File: config.mk
export PLATFORM = sky130hd
export DESIGN_NAME = decodeTop
export DESIGN_NICKNAME = d
export VERILOG_FILES = /design/src/verilog/decodePkg.sv /design/src/verilog/fetchUnit.sv /design/src/verilog/instrQueue.sv /design/src/verilog/mainDec.sv /design/src/verilog/decodeStage.sv /design/src/verilog/decodeTop.sv
export VERILOG_INCLUDE_DIRS = /design/src /design/src/include
export SDC_FILE = /design/constraint.sdc
export NUM_CORES = 1
export LEC_CHECK = 0
export BUFFER_PORTS_ARGS = -buffer_cell sky130_fd_sc_hd__buf_2
export CORE_ASPECT_RATIO = 1.4
export CORE_MARGIN = 1.5
export CORE_UTILIZATION = 32
export DETAILED_ROUTE_END_ITERATION = 8
export GPL_ROUTABILITY_DRIVEN = 0
export SYNTH_ARGS = -nofsm -noshare
export SYNTH_HDL_FRONTEND = slang
export SYNTH_SLANG_ARGS = --single-unit
File: constraint.sdc
create_clock -name clk -period 18.15 [get_ports clk]
set_input_delay 1.815 -clock clk [delete_from_list [all_inputs] [get_ports clk]]
set_output_delay 1.815 -clock clk [all_outputs]
set_load 0.05 [all_outputs]
File: src/include/decode_consts.svh
`ifndef DECODE_CONSTS_SVH
`define DECODE_CONSTS_SVH

// major opcodes
`define OP_BRANCH   7'b1100011
`define OP_REG      7'b0110011
`define OP_REG32    7'b0111011
`define OP_IMM      7'b0010011
`define OP_IMM32    7'b0011011
`define OP_LOAD     7'b0000011
`define OP_STORE    7'b0100011
`define OP_LUI      7'b0110111
`define OP_AUIPC    7'b0010111
`define OP_JAL      7'b1101111
`define OP_JALR     7'b1100111
`define OP_SYSTEM   7'b1110011

// funct12 of the privileged system calls
`define F12_ECALL   12'h000
`define F12_EBREAK  12'h001

// exception codes
`define EXC_NONE    3'd0
`define EXC_BREAK   3'd1
`define EXC_ECALL   3'd2
`define EXC_FAULT   3'd3
`define EXC_ILLEGAL 3'd4

// instruction queue sizing
`define QUEUE_DEPTH 4
`define QUEUE_PTR_W 2
`define QUEUE_CNT_W 3

`define RESET_PC    64'h0000_0000_8000_0000

// AXI response and protection codes
`define AXI_RESP_OKAY  2'b00
`define AXI_PROT_INSTR 3'b100

`endif

File: src/verilog/decodePkg.sv
`default_nettype none

package decodePkg;

    // instruction address
    typedef logic [63:0] addrT;
    typedef logic [31:0] instrT;

    // instruction fields
    typedef logic [6:0]  opcodeT;
    typedef logic [2:0]  funct3T;
    typedef logic [11:0] funct12T;

    typedef logic [1:0]  privT;
    typedef logic [2:0]  exceptT;

    // control bundle fields
    typedef logic [2:0]  branchT;
    typedef logic [1:0]  memModeT;
    typedef logic [2:0]  maskT;
    typedef logic [1:0]  aluOpT;
    typedef logic [1:0]  regSelT;

    // fetch port sequencing
    typedef enum logic [1:0] {
        FETCH_IDLE,
        FETCH_ADDR,
        FETCH_DATA
    } fetchStateT;

endpackage

`default_nettype wire

File: src/verilog/fetchUnit.sv
`timescale 1ns/1ps
`default_nettype none

`include "decode_consts.svh"

module fetchUnit
    import decodePkg::*;
(
    input  wire logic       clk,
    input  wire logic       rstN,
    // AXI4-Lite read address channel
    output logic            arValid,
    input  wire logic       arReady,
    output addrT            arAddr,
    output logic [2:0]      arProt,
    // AXI4-Lite read data channel
    input  wire logic       rValid,
    output logic            rReady,
    input  wire instrT      rData,
    input  wire logic [1:0] rResp,
    // queue write side
    output logic            pushValid,
    input  wire logic       pushReady,
    output instrT           pushInstr,
    output addrT            pushPc,
    output logic            pushFault
);

    fetchStateT state;
    fetchStateT stateNext;
    addrT       pc;
    logic       rXfer;

    // response accepted only while the queue can take it
    assign rXfer = rValid && rReady;

    always_comb begin
        stateNext = state;
        case (state)
            FETCH_IDLE: if (pushReady) stateNext = FETCH_ADDR;
            FETCH_ADDR: if (arReady) stateNext = FETCH_DATA;
            FETCH_DATA: if (rXfer) stateNext = FETCH_ADDR;
            default:    stateNext = FETCH_IDLE;
        endcase
    end

    always_ff @(posedge clk or negedge rstN) begin
        if (!rstN) begin
            state <= FETCH_IDLE;
            pc    <= `RESET_PC;
        end else begin
            state <= stateNext;
            // sequential fetch only, no redirect
            if (rXfer) pc <= pc + 64'd4;
        end
    end

    assign arValid = (state == FETCH_ADDR);
    assign arAddr  = pc;
    // unprivileged instruction access while an address is offered
    assign arProt  = (state == FETCH_ADDR) ? `AXI_PROT_INSTR : 3'b000;
    assign rReady  = (state == FETCH_DATA) && pushReady;

    // the returned word goes straight into the queue
    assign pushValid = rXfer;
    assign pushInstr = rData;
    assign pushPc    = pc;
    assign pushFault = (rResp != `AXI_RESP_OKAY);

endmodule

`default_nettype wire

File: src/verilog/instrQueue.sv
`timescale 1ns/1ps
`default_nettype none

`include "decode_consts.svh"

module instrQueue
    import decodePkg::*;
(
    input  wire logic  clk,
    input  wire logic  rstN,
    input  wire logic  pushValid,
    output logic       pushReady,
    input  wire instrT pushInstr,
    input  wire addrT  pushPc,
    input  wire logic  pushFault,
    output logic       popValid,
    input  wire logic  popReady,
    output instrT      popInstr,
    output addrT       popPc,
    output logic       popFault
);

    instrT instrMem [`QUEUE_DEPTH];
    addrT  pcMem    [`QUEUE_DEPTH];
    logic  faultMem [`QUEUE_DEPTH];

    logic [`QUEUE_PTR_W-1:0] wrPtr;
    logic [`QUEUE_PTR_W-1:0] rdPtr;
    logic [`QUEUE_CNT_W-1:0] count;
    logic                    doPush;
    logic                    doPop;

    assign pushReady = (count != `QUEUE_CNT_W'(`QUEUE_DEPTH));
    assign popValid  = (count != '0);
    assign doPush    = pushValid && pushReady;
    assign doPop     = popValid && popReady;

    always_ff @(posedge clk or negedge rstN) begin
        if (!rstN) begin
            wrPtr <= '0;
            rdPtr <= '0;
            count <= '0;
        end else begin
            if (doPush) begin
                wrPtr <= (wrPtr == `QUEUE_PTR_W'(`QUEUE_DEPTH - 1)) ? '0 : wrPtr + 1'b1;
            end
            if (doPop) begin
                rdPtr <= (rdPtr == `QUEUE_PTR_W'(`QUEUE_DEPTH - 1)) ? '0 : rdPtr + 1'b1;
            end
            // simultaneous push and pop keeps the count
            if (doPush && !doPop) count <= count + 1'b1;
            else if (doPop && !doPush) count <= count - 1'b1;
        end
    end

    always_ff @(posedge clk) begin
        if (doPush) begin
            instrMem[wrPtr] <= pushInstr;
            pcMem[wrPtr]    <= pushPc;
            faultMem[wrPtr] <= pushFault;
        end
    end

    // head entry
    assign popInstr = instrMem[rdPtr];
    assign popPc    = pcMem[rdPtr];
    assign popFault = faultMem[rdPtr];

endmodule

`default_nettype wire

File: src/verilog/mainDec.sv
`timescale 1ns/1ps
`default_nettype none

`include "decode_consts.svh"

module mainDec
    import decodePkg::*;
(
    input  wire opcodeT  op,
    input  wire funct3T  funct3,
    input  wire funct12T funct12,
    input  wire privT    priv,
    output exceptT       exceptSignal,
    output logic         wArith,
    output regSelT       regSel,
    output logic         aluSrc,
    output logic         memToReg,
    output logic         regWrite,
    output memModeT      memRead,
    output logic         memWrite,
    output maskT         memMask,
    output branchT       branch,
    output aluOpT        aluOp
);

    // wArith | regSel | aluSrc memToReg regWrite | memRead | memWrite | mask | branch | aluOp
    logic [16:0] ctrl;
    exceptT      excCode;
    logic [2:0]  privDiff;
    logic        csrPrivOk;

    // current mode must reach the level held in csr address bits 9:8
    assign privDiff  = {1'b0, priv} - {1'b0, funct12[9:8]};
    assign csrPrivOk = ~privDiff[2];

    always_comb begin
        excCode = `EXC_NONE;
        ctrl    = '0;
        case (op)
            `OP_BRANCH: begin
                ctrl = 17'b0_00_000_00_0_000_000_01;
                case (funct3)
                    3'b000:  ctrl[4:2] = 3'b001;
                    3'b001:  ctrl[4:2] = 3'b011;
                    3'b100:  ctrl[4:2] = 3'b101;
                    3'b101:  ctrl[4:2] = 3'b100;
                    3'b110:  ctrl[4:2] = 3'b110;
                    3'b111:  ctrl[4:2] = 3'b010;
                    default: ctrl[4:2] = 3'b000;
                endcase
            end
            `OP_REG:   ctrl = 17'b0_00_001_00_0_000_000_10;
            `OP_REG32: ctrl = 17'b1_00_001_00_0_000_000_10;
            `OP_IMM:   ctrl = 17'b0_00_101_00_0_000_000_11;
            `OP_IMM32: ctrl = 17'b1_00_101_00_0_000_000_11;
            `OP_LOAD: begin
                ctrl = 17'b0_00_111_00_0_000_000_00;
                // funct3[2] marks the zero-extending loads
                ctrl[10:9] = funct3[2] ? 2'b11 : 2'b01;
                case (funct3[1:0])
                    2'b00:   ctrl[7:5] = 3'b000;
                    2'b01:   ctrl[7:5] = 3'b001;
                    2'b10:   ctrl[7:5] = 3'b011;
                    default: ctrl[7:5] = 3'b111;
                endcase
            end
            `OP_STORE: begin
                ctrl = 17'b0_00_100_00_1_000_000_00;
                case (funct3)
                    3'b000:  ctrl[7:5] = 3'b000;
                    3'b001:  ctrl[7:5] = 3'b001;
                    3'b010:  ctrl[7:5] = 3'b011;
                    default: ctrl[7:5] = 3'b111;
                endcase
            end
            `OP_LUI:   ctrl = 17'b0_01_101_00_0_000_000_00;
            `OP_AUIPC: ctrl = 17'b0_10_101_00_0_000_000_00;
            `OP_JAL,
            `OP_JALR:  ctrl = 17'b0_00_001_00_0_000_111_01;
            `OP_SYSTEM: begin
                if (funct3 == 3'b000) begin
                    if (funct12 == `F12_EBREAK) excCode = `EXC_BREAK;
                    else if (funct12 == `F12_ECALL) excCode = `EXC_ECALL;
                    // wfi, mret, sret not supported yet
                    else excCode = `EXC_ILLEGAL;
                end else if (funct3 == 3'b100) begin
                    excCode = `EXC_ILLEGAL;
                end else if (csrPrivOk) begin
                    // csr read lands in rd
                    ctrl = 17'b0_00_001_00_0_000_000_00;
                end else begin
                    excCode = `EXC_ILLEGAL;
                end
            end
            default: excCode = `EXC_ILLEGAL;
        endcase
    end

    assign exceptSignal = excCode;
    assign wArith       = ctrl[16];
    assign regSel       = ctrl[15:14];
    assign aluSrc       = ctrl[13];
    assign memToReg     = ctrl[12];
    assign regWrite     = ctrl[11];
    assign memRead      = ctrl[10:9];
    assign memWrite     = ctrl[8];
    assign memMask      = ctrl[7:5];
    assign branch       = ctrl[4:2];
    assign aluOp        = ctrl[1:0];

endmodule

`default_nettype wire

File: src/verilog/decodeStage.sv
`timescale 1ns/1ps
`default_nettype none

`include "decode_consts.svh"

module decodeStage
    import decodePkg::*;
(
    input  wire logic  clk,
    input  wire logic  rstN,
    input  wire logic  popValid,
    output logic       popReady,
    input  wire instrT popInstr,
    input  wire addrT  popPc,
    input  wire logic  popFault,
    input  wire privT  priv,
    output logic       decValid,
    input  wire logic  decReady,
    output addrT       decPc,
    output instrT      decInstr,
    output exceptT     exceptSignal,
    output logic       wArith,
    output regSelT     regSel,
    output logic       aluSrc,
    output logic       memToReg,
    output logic       regWrite,
    output memModeT    memRead,
    output logic       memWrite,
    output maskT       memMask,
    output branchT     branch,
    output aluOpT      aluOp
);

    exceptT  dExcept;
    logic    dWArith;
    regSelT  dRegSel;
    logic    dAluSrc;
    logic    dMemToReg;
    logic    dRegWrite;
    memModeT dMemRead;
    logic    dMemWrite;
    maskT    dMemMask;
    branchT  dBranch;
    aluOpT   dAluOp;
    logic    load;

    mainDec uMainDec (
        .op           (popInstr[6:0]),
        .funct3       (popInstr[14:12]),
        .funct12      (popInstr[31:20]),
        .priv         (priv),
        .exceptSignal (dExcept),
        .wArith       (dWArith),
        .regSel       (dRegSel),
        .aluSrc       (dAluSrc),
        .memToReg     (dMemToReg),
        .regWrite     (dRegWrite),
        .memRead      (dMemRead),
        .memWrite     (dMemWrite),
        .memMask      (dMemMask),
        .branch       (dBranch),
        .aluOp        (dAluOp)
    );

    // register empty or draining this cycle
    assign popReady = !decValid || decReady;
    assign load     = popValid && popReady;

    always_ff @(posedge clk or negedge rstN) begin
        if (!rstN) decValid <= 1'b0;
        else if (popReady) decValid <= popValid;
    end

    always_ff @(posedge clk) begin
        if (load) begin
            decPc    <= popPc;
            decInstr <= popInstr;
            if (popFault) begin
                // bus error replaces whatever the word decodes to
                exceptSignal <= `EXC_FAULT;
                wArith       <= 1'b0;
                regSel       <= '0;
                aluSrc       <= 1'b0;
                memToReg     <= 1'b0;
                regWrite     <= 1'b0;
                memRead      <= '0;
                memWrite     <= 1'b0;
                memMask      <= '0;
                branch       <= '0;
                aluOp        <= '0;
            end else begin
                exceptSignal <= dExcept;
                wArith       <= dWArith;
                regSel       <= dRegSel;
                aluSrc       <= dAluSrc;
                memToReg     <= dMemToReg;
                regWrite     <= dRegWrite;
                memRead      <= dMemRead;
                memWrite     <= dMemWrite;
                memMask      <= dMemMask;
                branch       <= dBranch;
                aluOp        <= dAluOp;
            end
        end
    end

endmodule

`default_nettype wire

File: src/verilog/decodeTop.sv
`timescale 1ns/1ps
`default_nettype none

module decodeTop
    import decodePkg::*;
(
    input  wire logic       clk,
    input  wire logic       rstN,
    output logic            arValid,
    input  wire logic       arReady,
    output addrT            arAddr,
    output logic [2:0]      arProt,
    input  wire logic       rValid,
    output logic            rReady,
    input  wire instrT      rData,
    input  wire logic [1:0] rResp,
    input  wire privT       priv,
    output logic            decValid,
    input  wire logic       decReady,
    output addrT            decPc,
    output instrT           decInstr,
    output exceptT          exceptSignal,
    output logic            wArith,
    output regSelT          regSel,
    output logic            aluSrc,
    output logic            memToReg,
    output logic            regWrite,
    output memModeT         memRead,
    output logic            memWrite,
    output maskT            memMask,
    output branchT          branch,
    output aluOpT           aluOp
);

    // fetch to queue
    logic  pushValid;
    logic  pushReady;
    instrT pushInstr;
    addrT  pushPc;
    logic  pushFault;

    // queue to decode
    logic  popValid;
    logic  popReady;
    instrT popInstr;
    addrT  popPc;
    logic  popFault;

    fetchUnit uFetch (
        .clk       (clk),
        .rstN      (rstN),
        .arValid   (arValid),
        .arReady   (arReady),
        .arAddr    (arAddr),
        .arProt    (arProt),
        .rValid    (rValid),
        .rReady    (rReady),
        .rData     (rData),
        .rResp     (rResp),
        .pushValid (pushValid),
        .pushReady (pushReady),
        .pushInstr (pushInstr),
        .pushPc    (pushPc),
        .pushFault (pushFault)
    );

    instrQueue uQueue (
        .clk       (clk),
        .rstN      (rstN),
        .pushValid (pushValid),
        .pushReady (pushReady),
        .pushInstr (pushInstr),
        .pushPc    (pushPc),
        .pushFault (pushFault),
        .popValid  (popValid),
        .popReady  (popReady),
        .popInstr  (popInstr),
        .popPc     (popPc),
        .popFault  (popFault)
    );

    decodeStage uDecode (
        .clk          (clk),
        .rstN         (rstN),
        .popValid     (popValid),
        .popReady     (popReady),
        .popInstr     (popInstr),
        .popPc        (popPc),
        .popFault     (popFault),
        .priv         (priv),
        .decValid     (decValid),
        .decReady     (decReady),
        .decPc        (decPc),
        .decInstr     (decInstr),
        .exceptSignal (exceptSignal),
        .wArith       (wArith),
        .regSel       (regSel),
        .aluSrc       (aluSrc),
        .memToReg     (memToReg),
        .regWrite     (regWrite),
        .memRead      (memRead),
        .memWrite     (memWrite),
        .memMask      (memMask),
        .branch       (branch),
        .aluOp        (aluOp)
    );

endmodule

`default_nettype wire

==> metrics.md, run 1 <==
| Metric | Value |
|---|---|
| Status | `finished, final reports clean` |
| Final setup fails | `0` |
| Worst min-delay path class | `reg -> reg` |
| Per-cell routed wire length | `21.02 µm` |
| Fraction of layout cells with a size suffix above 1 | `0.3129` |
| Largest net degree at the start of global routing | `73` |
| Cell Area, Synth | `0.02108 mm²` |
| CTS sink cnt | `565` |
| CP Buf/Inv Count | `2` |
| Clock Pin Slew Worst Setup and Hold Paths | `0.06 ns` |
| Core area | `0.06528 mm²` |
| Critical path type | `in -> reg` |
| CTS tree | `yes` |
| Vias in the first global route | `10578` |
| Multi-input gate area | `0.004222 mm²` |
| Crit-path cells | `buf_2 -> nand3b_1 -> nor2_1 -> and2_4 -> buf_4` |
| Clock buffer depth | `3` |
| Synthesized instance count | `1012` |
| Final WL | `45280 µm` |
| Post-place setup slack | `13.31 ns` |
| Area of all sequential standard cells | `0.01661 mm²` |
| Boundary Pins | `227` |
| Worst Skew | `0.02684 ns` |
| Top-count cell post-synth | `edfxtp_1` |
| Synthesized area per cell | `20.83 µm²` |
| Post-synth ARST share | `0.1274` |
| Vias after detailed routing | `10031` |
| First-pass GRT wire length | `67670 µm` |
| CP top delay family | `simple AND/OR/NAND/NOR gates` |
| MaxCap Viol Count | `0` |
| Final count of hold timing violations | `0` |
| Starting Density | `0.3229` |
| CTS Hold Bufs | `0` |
| P_leak | `8.286 nW` |
| Initial antenna violation count | `3` |
| PD cells | `150.1 mW/mm²` |
| Maximum level of the CTS H-tree | `2` |
| Final worst slack | `13.96 ns` |
| GRT Resource Usage Total | `0.1350` |
| Post-route minimum period | `4.193 ns` |
| Slew Viols, Final | `0` |
| Hold wc startpoint | `uFetch.state[0]` |
| Clk Latency, worst-skew pair | `0.57 ns` |
| RR Endpoint | `uDecode.branch[1]` |
| Crit start category | `primary input` |
| Clock buffer count from CTS | `52` |
| Starting DRC count in detailed routing | `794` |
| R2R setup slack | `14.62 ns` |
| RSZ-0062 raised after global routing | `no` |
| Crit-path max FO | `57` |
| Critical path data arrival time | `4.39 ns` |
| Worst path depth | `5` |
| EDFF count, synth | `493` |
| Number of post-CTS setup repair buffers | `0` |
| Peak VDD IR | `0.1002 mV` |
| Post-Route Setup TNS | `0 ns` |
| Crit-path max cell delay | `0.79 ns` |
| Fill cells | `5913` |
| Cell accounting for the most synthesized area | `edfxtp_1` |
| Slowest cell on the critical path | `buf_4` |
| Ys Warns | `0` |
| Sequential element share of the synthesized area | `0.7879` |
| R2r worst-path depth | `6` |
| Top-area cell type share of the netlist area | `0.7024` |
| Slew @ Worst Pin | `1.064 ns` |
| Post-synthesis register bit count | `565` |
| Distinct cells, synth | `58` |
| WP data required | `18.34 ns` |
| DIE AREA | `0.06743 mm²` |
| WHS Endpoint | `uFetch.state[0]` |
| Hpwl dp | `29000 µm` |
| Total congestion overflow | `0` |
| Drt via density | `4.657` |
| Input/output buffers | `220` |
| Max Fclk | `238.5 MHz` |
| Die width | `219.9 µm` |
| Die height | `306.7 µm` |
| Synth Flop Type | `edfxtp_1` |
| R2R Path Start | `uQueue.rdPtr[0]` |
| Commonest cells in the netlist | `edfxtp_1, mux4_2, dfrtp_1` |
| Nets@finish | `1315` |
| Hold Path Cell Cnt | `1` |
| Cell Rows | `111` |
| Rel. slew slack | `0.2906` |
| Pre-antenna DRT Iters | `5` |
| DRC Markers | `0` |
| Post-CTS Resized | `0` |
| Area Growth Syn to Fin | `17.75%` |
| Crit. End Element | `flip-flop` |
| # diodes | `0` |
| Routed Antenna Nets | `0` |
| Synth top area cells | `edfxtp_1, mux4_2, dfrtp_1` |
| Root buf cell | `clkbuf_16` |
| Fin crit share | `0.2310` |
[how the worst max path moves through the flow]
stage               slack [ns]     start                endpoint
global route             13.73    rValid  uQueue.instrMem[0][22]
global placement         13.38    rValid  uQueue.instrMem[3][21]
floorplan                 9.22  decReady         uQueue.count[1]
finish                   13.96    rValid     uQueue.pcMem[2][45]
CTS                      13.93    rValid     uQueue.pcMem[3][50]
detailed placement       13.31    rValid  uQueue.instrMem[3][30]
[power by group]
| part | total, mW | internal (mW) | switching [mW] |
|---|---|---|---|
| Clock | 1.07 | 0.613 | 0.459 |
| Sequential | 1.72 | 1.62 | 0.0995 |
| Combinational | 0.933 | 0.283 | 0.650 |
[layout by cell type, fill, tap and decap left out, types with 3 or more instances in the layout]
master,n
nand2b_1,4
nor3_1,22
dfrtp_1,69
inv_1,18
and2_1,5
xnor2_1,32
nand4_1,19
nor2_1,27
ha_1,8
bufinv_16,5
buf_2,219
and2_4,4
nand2_1,35
nor3b_1,3
or3_1,4
nor4_1,10
clkinv_1,10
nand3_1,21
nor2b_1,3
clkbuf_1,14
clkbuf_8,3
mux2_2,4
a21oi_1,10
buf_4,11
clkbuf_16,52
conb_1,6
mux4_2,84
edfxtp_1,493
mux4_1,11
and3_1,9
and4_1,8
clkinv_2,7
xor2_1,32
o21ai_0,5
[worst reg2reg max path, stage by stage (launching register included)]
cell and delay (ns):
dfrtp_4 0.82, buf_4 0.73, mux4_1 0.76, nand2_1 0.16, or3_1 0.43, or3_4 0.37
a21oi_1 0.12
[through the flow]
step / utilization / hold WS (ns) / area (µm²) / power [mW] / std cells
after global placement: 0.3545 / 0.4688 / 23140 / 2.696 / 2058
after CTS: 0.3802 / 0.4893 / 24820 / 3.790 / 2154
final: 0.3802 / 0.4890 / 24820 / 3.726 / 2154
after detailed placement: 0.3545 / 0.4742 / 23140 / 2.709 / 2058
after global routing: 0.3802 / 0.5203 / 24820 / 3.889 / 2154
after floorplan: - / 0.4491 / 21100 / 2.475 / 1017
[metal layers]
layer	wire, µm	up-vias	share of wire	track usage
met5	0	-	0	0
met1	17800	5198	0.39	0.1607
li1	-	4543	-	-
met2	23490	217	0.52	0.2366
met4	1437	0	0.032	0.04794
met3	2548	73	0.056	0.03195
[layout make-up]
class | count | area share
Tap cell | 847 | 0.04270
Clock inverter | 27 | 0.01129
Inverter | 18 | 0.002722
Timing Repair Buffer | 230 | 0.04749
Sequential cell | 565 | 0.6695
Multi-Input combinational cell | 398 | 0.1701
Clock buffer | 69 | 0.05621
[logic make-up (layout without fill, tap and decap cells)]
family | after synthesis | count (layout) | share of synthesized area
buffers and inverters | 54 | 344 | 0.01365
other | 1 | 6 | 0.0001779
DFF | 565 | 565 | 0.7879
muxes | 101 | 101 | 0.1066
AOI/OAI and AO/OA | 25 | 25 | 0.007065
and+or+nand+nor | 193 | 193 | 0.05230
adders and majority gates | 9 | 9 | 0.005699
xor gates and xnor gates | 64 | 64 | 0.02660
[flip-flops by register name, summed over array words and instances (netlist names), 3 cells and up]
register / flops
uDecode.exceptSignal: 3
uDecode.branch: 3
uDecode.decPc: 62
uQueue.pcMem: 248
uFetch.arAddr: 62
uQueue.instrMem: 128
uDecode.memMask: 3
uQueue.count: 3
uQueue.faultMem: 4
uDecode.decInstr: 32
Note: power is estimated with default switching activity, not from simulation.
==> run 2: changes to the inputs <==
Clock period 18.15 ns to 3.9 ns, I/O delays scaled along.
==> metrics.md, run 2 (same netlist as run 1, synthesis figures left out) <==
| Metric | Value |
|---|---|
| Status | `finished, final reports clean` |
| Vias after detailed routing | `10310 (+2.8%)` |
| DRC Markers | `0 (unchanged)` |
| Grt met3 use | `0.02839 (-0.003561)` |
| CTS Hold Bufs | `32 (+32)` |
| Slew Viols, Final | `0 (unchanged)` |
| Slowest cell on the critical path | `nor2_1` |
| RSZ-0062 raised after global routing | `no` |
| Final WL | `45590 µm (+0.68%)` |
| Input/output buffers | `220 (unchanged)` |
| Final setup fails | `0 (unchanged)` |
| Psw | `5.719 mW (+370%)` |
| Final design utilization | `0.3898 (+0.009604)` |
| Maximum level of the CTS H-tree | `2 (unchanged)` |
| Initial antenna violation count | `0 (-3)` |
| Die height | `306.7 µm (unchanged)` |
| Worst min-delay path class | `in -> reg` |
| Max Fclk | `351.6 MHz` |
| Combinational Power Share | `0.246 (-0.004)` |
| Most Crowded Layer GR | `met2` |
| # diodes | `0 (unchanged)` |
| Multi-input gate area | `0.004222 mm² (unchanged)` |
| Area Growth Syn to Fin | `20.72%` |
| Critical path data arrival time | `3.12 ns (-1.27 ns)` |
| Rel. slew slack | `0.2936 (+0.003062)` |
| RR Endpoint | `uQueue.instrMem[3][25]` |
| Max reg flops | `248 (unchanged)` |
| Post-route minimum period | `2.844 ns` |
| Clock Pin Slew Worst Setup and Hold Paths | `0.06 ns (about the same)` |
| CP Buf/Inv Count | `1 (-1)` |
| Largest net degree at the start of global routing | `73 (unchanged)` |
| PD cells | `699.5 mW/mm² (+370%)` |
| Starting DRC count in detailed routing | `756 (-4.8%)` |
| Worst Skew | `0.02026 ns (-0.006572 ns)` |
| Starting Density | `0.3229 (unchanged)` |
| Switching share of total power | `0.3214 (-0.002865)` |
| Layout Cells excl Fill | `2198 (+2.0%)` |
| Routed Antenna Nets | `0 (unchanged)` |
| R2R Path Start | `uQueue.count[2]` |
| Core area | `0.06528 mm² (unchanged)` |
| Hpwl dp | `28880 µm (-0.39%)` |
| Number of post-CTS setup repair buffers | `0 (unchanged)` |
| Critical path type | `reg -> reg` |
| Crit-path max cell delay | `0.83 ns (+0.04 ns)` |
| Pre-antenna DRT Iters | `5 (unchanged)` |
| MaxCap Viol Count | `0 (unchanged)` |
| WP data required | `4.18 ns (-14.16 ns)` |
| P_leak | `8.547 nW (+3.1%)` |
| Die width | `219.9 µm (unchanged)` |
| Most common cell after layout, fill and taps aside | `edfxtp_1` |
| R2R setup slack | `1.06 ns (-13.56 ns)` |
| Final count of hold timing violations | `0 (unchanged)` |
| Slew @ Worst Pin | `1.056 ns (-0.008493 ns)` |
| Cells after DPL | `2065 (+0.34%)` |
| Post-CTS Resized | `0 (unchanged)` |
| WHS Endpoint | `uQueue.instrMem[3][8]` |
| Int Pwr | `12.08 mW (+380%)` |
| Crit-path cells | `nor3b_1 -> nor2_1 -> and2_4 -> buf_12` |
| Fin crit share | `0.7293` |
| Nets@finish | `1356 (+3.1%)` |
| CTS tree | `yes` |
| GRT Resource Usage Total | `0.1366 (+0.001603)` |
| Hold wc startpoint | `rData[8]` |
| Clock power frac | `0.304 (+0.016)` |
| DIE AREA | `0.06743 mm² (unchanged)` |
| Hold Path Cell Cnt | `1 (unchanged)` |
| Crit. End Element | `flip-flop` |
| Crit-path max FO | `34 (-40%)` |
| Total congestion overflow | `0 (unchanged)` |
| Vias in the first global route | `10809 (+2.2%)` |
| Root buf cell | `clkbuf_16` |
| Peak VDD IR | `0.5592 mV (+460%)` |
| Cell Rows | `111 (unchanged)` |
| First-pass GRT wire length | `68340 µm (+1.0%)` |
| Share of power burned in registers | `0.450 (-0.012)` |
| Area of all sequential standard cells | `0.01661 mm² (unchanged)` |
| Top Registers | `uQueue.pcMem x248, uQueue.instrMem x128` |
| GR Util met1 | `0.1657 (+0.005075)` |
| Post-Route Setup TNS | `0 ns (unchanged)` |
| Met2 usage | `0.2402 (+0.003583)` |
| Most frequent cells in the layout | `edfxtp_1, buf_2, mux4_2` |
| Worst path depth | `4 (-1)` |
| CTS sink cnt | `565 (unchanged)` |
| Clk Latency, worst-skew pair | `0.61 ns (+0.04 ns)` |
| Clock buffer depth | `3 (unchanged)` |
| Boundary Pins | `227 (unchanged)` |
| Crit start category | `flip-flop` |
| Per-cell routed wire length | `20.74 µm (-1.3%)` |
| Fill cells | `5930 (+0.29%)` |
| R2r worst-path depth | `4 (-2)` |
| Worst Setup SP | `uQueue.count[2]` |
| Largest register by flop count | `uQueue.pcMem` |
| Drt via density | `4.691 (+0.72%)` |
| CP top delay family | `simple AND/OR/NAND/NOR gates` |
| Fraction of layout cells with a size suffix above 1 | `0.3146 (+0.001651)` |
| Clock buffer count from CTS | `54 (+3.8%)` |
[run 2: cell count changes in the layout (fill, tap and decap cells not counted), sizes merged]
| cell | before | now |
|---|---|---|
| buf | 230 | 237 |
| bufinv | 5 | 8 |
| clkbuf | 69 | 73 |
| clkinv | 19 | 16 |
| dlygate4sd3 | 0 | 32 |
| inv | 20 | 21 |
[run 2: per-layer routing]
metal / up-vias / part of all wire / wire length (µm)
met1: 5332 / 0.40 / 18340
met3: 66 / 0.052 / 2377
met4: 0 / 0.026 / 1174
met5: - / 0 / 0
li1: 4645 / - / -
met2: 267 / 0.52 / 23700
[run 2: power by group through the flow]
stage	combinational (mW)	sequential (mW)	clock [mW]
2_1_floorplan	2.04	9.42	0
3_3_place_gp	4.40	8.13	0
3_5_place_dp	4.44	8.16	0
4_1_cts	4.47	8.04	5.57
5_1_grt	4.69	8.10	5.77
6_report	4.38	8.01	5.41
[run 2: cell type report]
type / count / area share
flip-flops and latches: 565 / 0.6530
multi-input cells: 398 / 0.1659
repair buffers: 269 / 0.06491
clock buffers: 73 / 0.05748
well taps: 847 / 0.04165
clock inverters: 28 / 0.01441
inverters: 18 / 0.002655
[run 2: per-stage QoR]
step,hold WS [ns],power (mW),cell area [µm²],setup WS (ns)
6_report,0.05518,17.80,25440,1.056
5_1_grt,0.01459,18.55,25440,0.8814
4_1_cts,0.002188,18.08,25440,1.048
3_5_place_dp,0.4980,12.60,23290,1.048
3_3_place_gp,0.4662,12.54,23290,1.120
2_1_floorplan,0.09441,11.46,21110,0.04089
[run 2: worst max-delay path by stage]
| stage | endpoint | slack (ns) |
|---|---|---|
| 5_1_grt | uQueue.pcMem[2][50] | 0.88 |
| 3_3_place_gp | uQueue.pcMem[2][54] | 1.12 |
| 4_1_cts | uQueue.pcMem[2][51] | 1.05 |
| 2_1_floorplan | uQueue.count[1] | 0.04 |
| 6_report | uQueue.instrMem[3][25] | 1.06 |
| 3_5_place_dp | uQueue.pcMem[2][54] | 1.05 |
[run 2: worst register-to-register path, delay by kind of cell, from the launching register on]
kind | cells | cell delay [ns]
buf+inv | 1 | 0.36
flops | 1 | 0.41
simple gates | 3 | 1.73
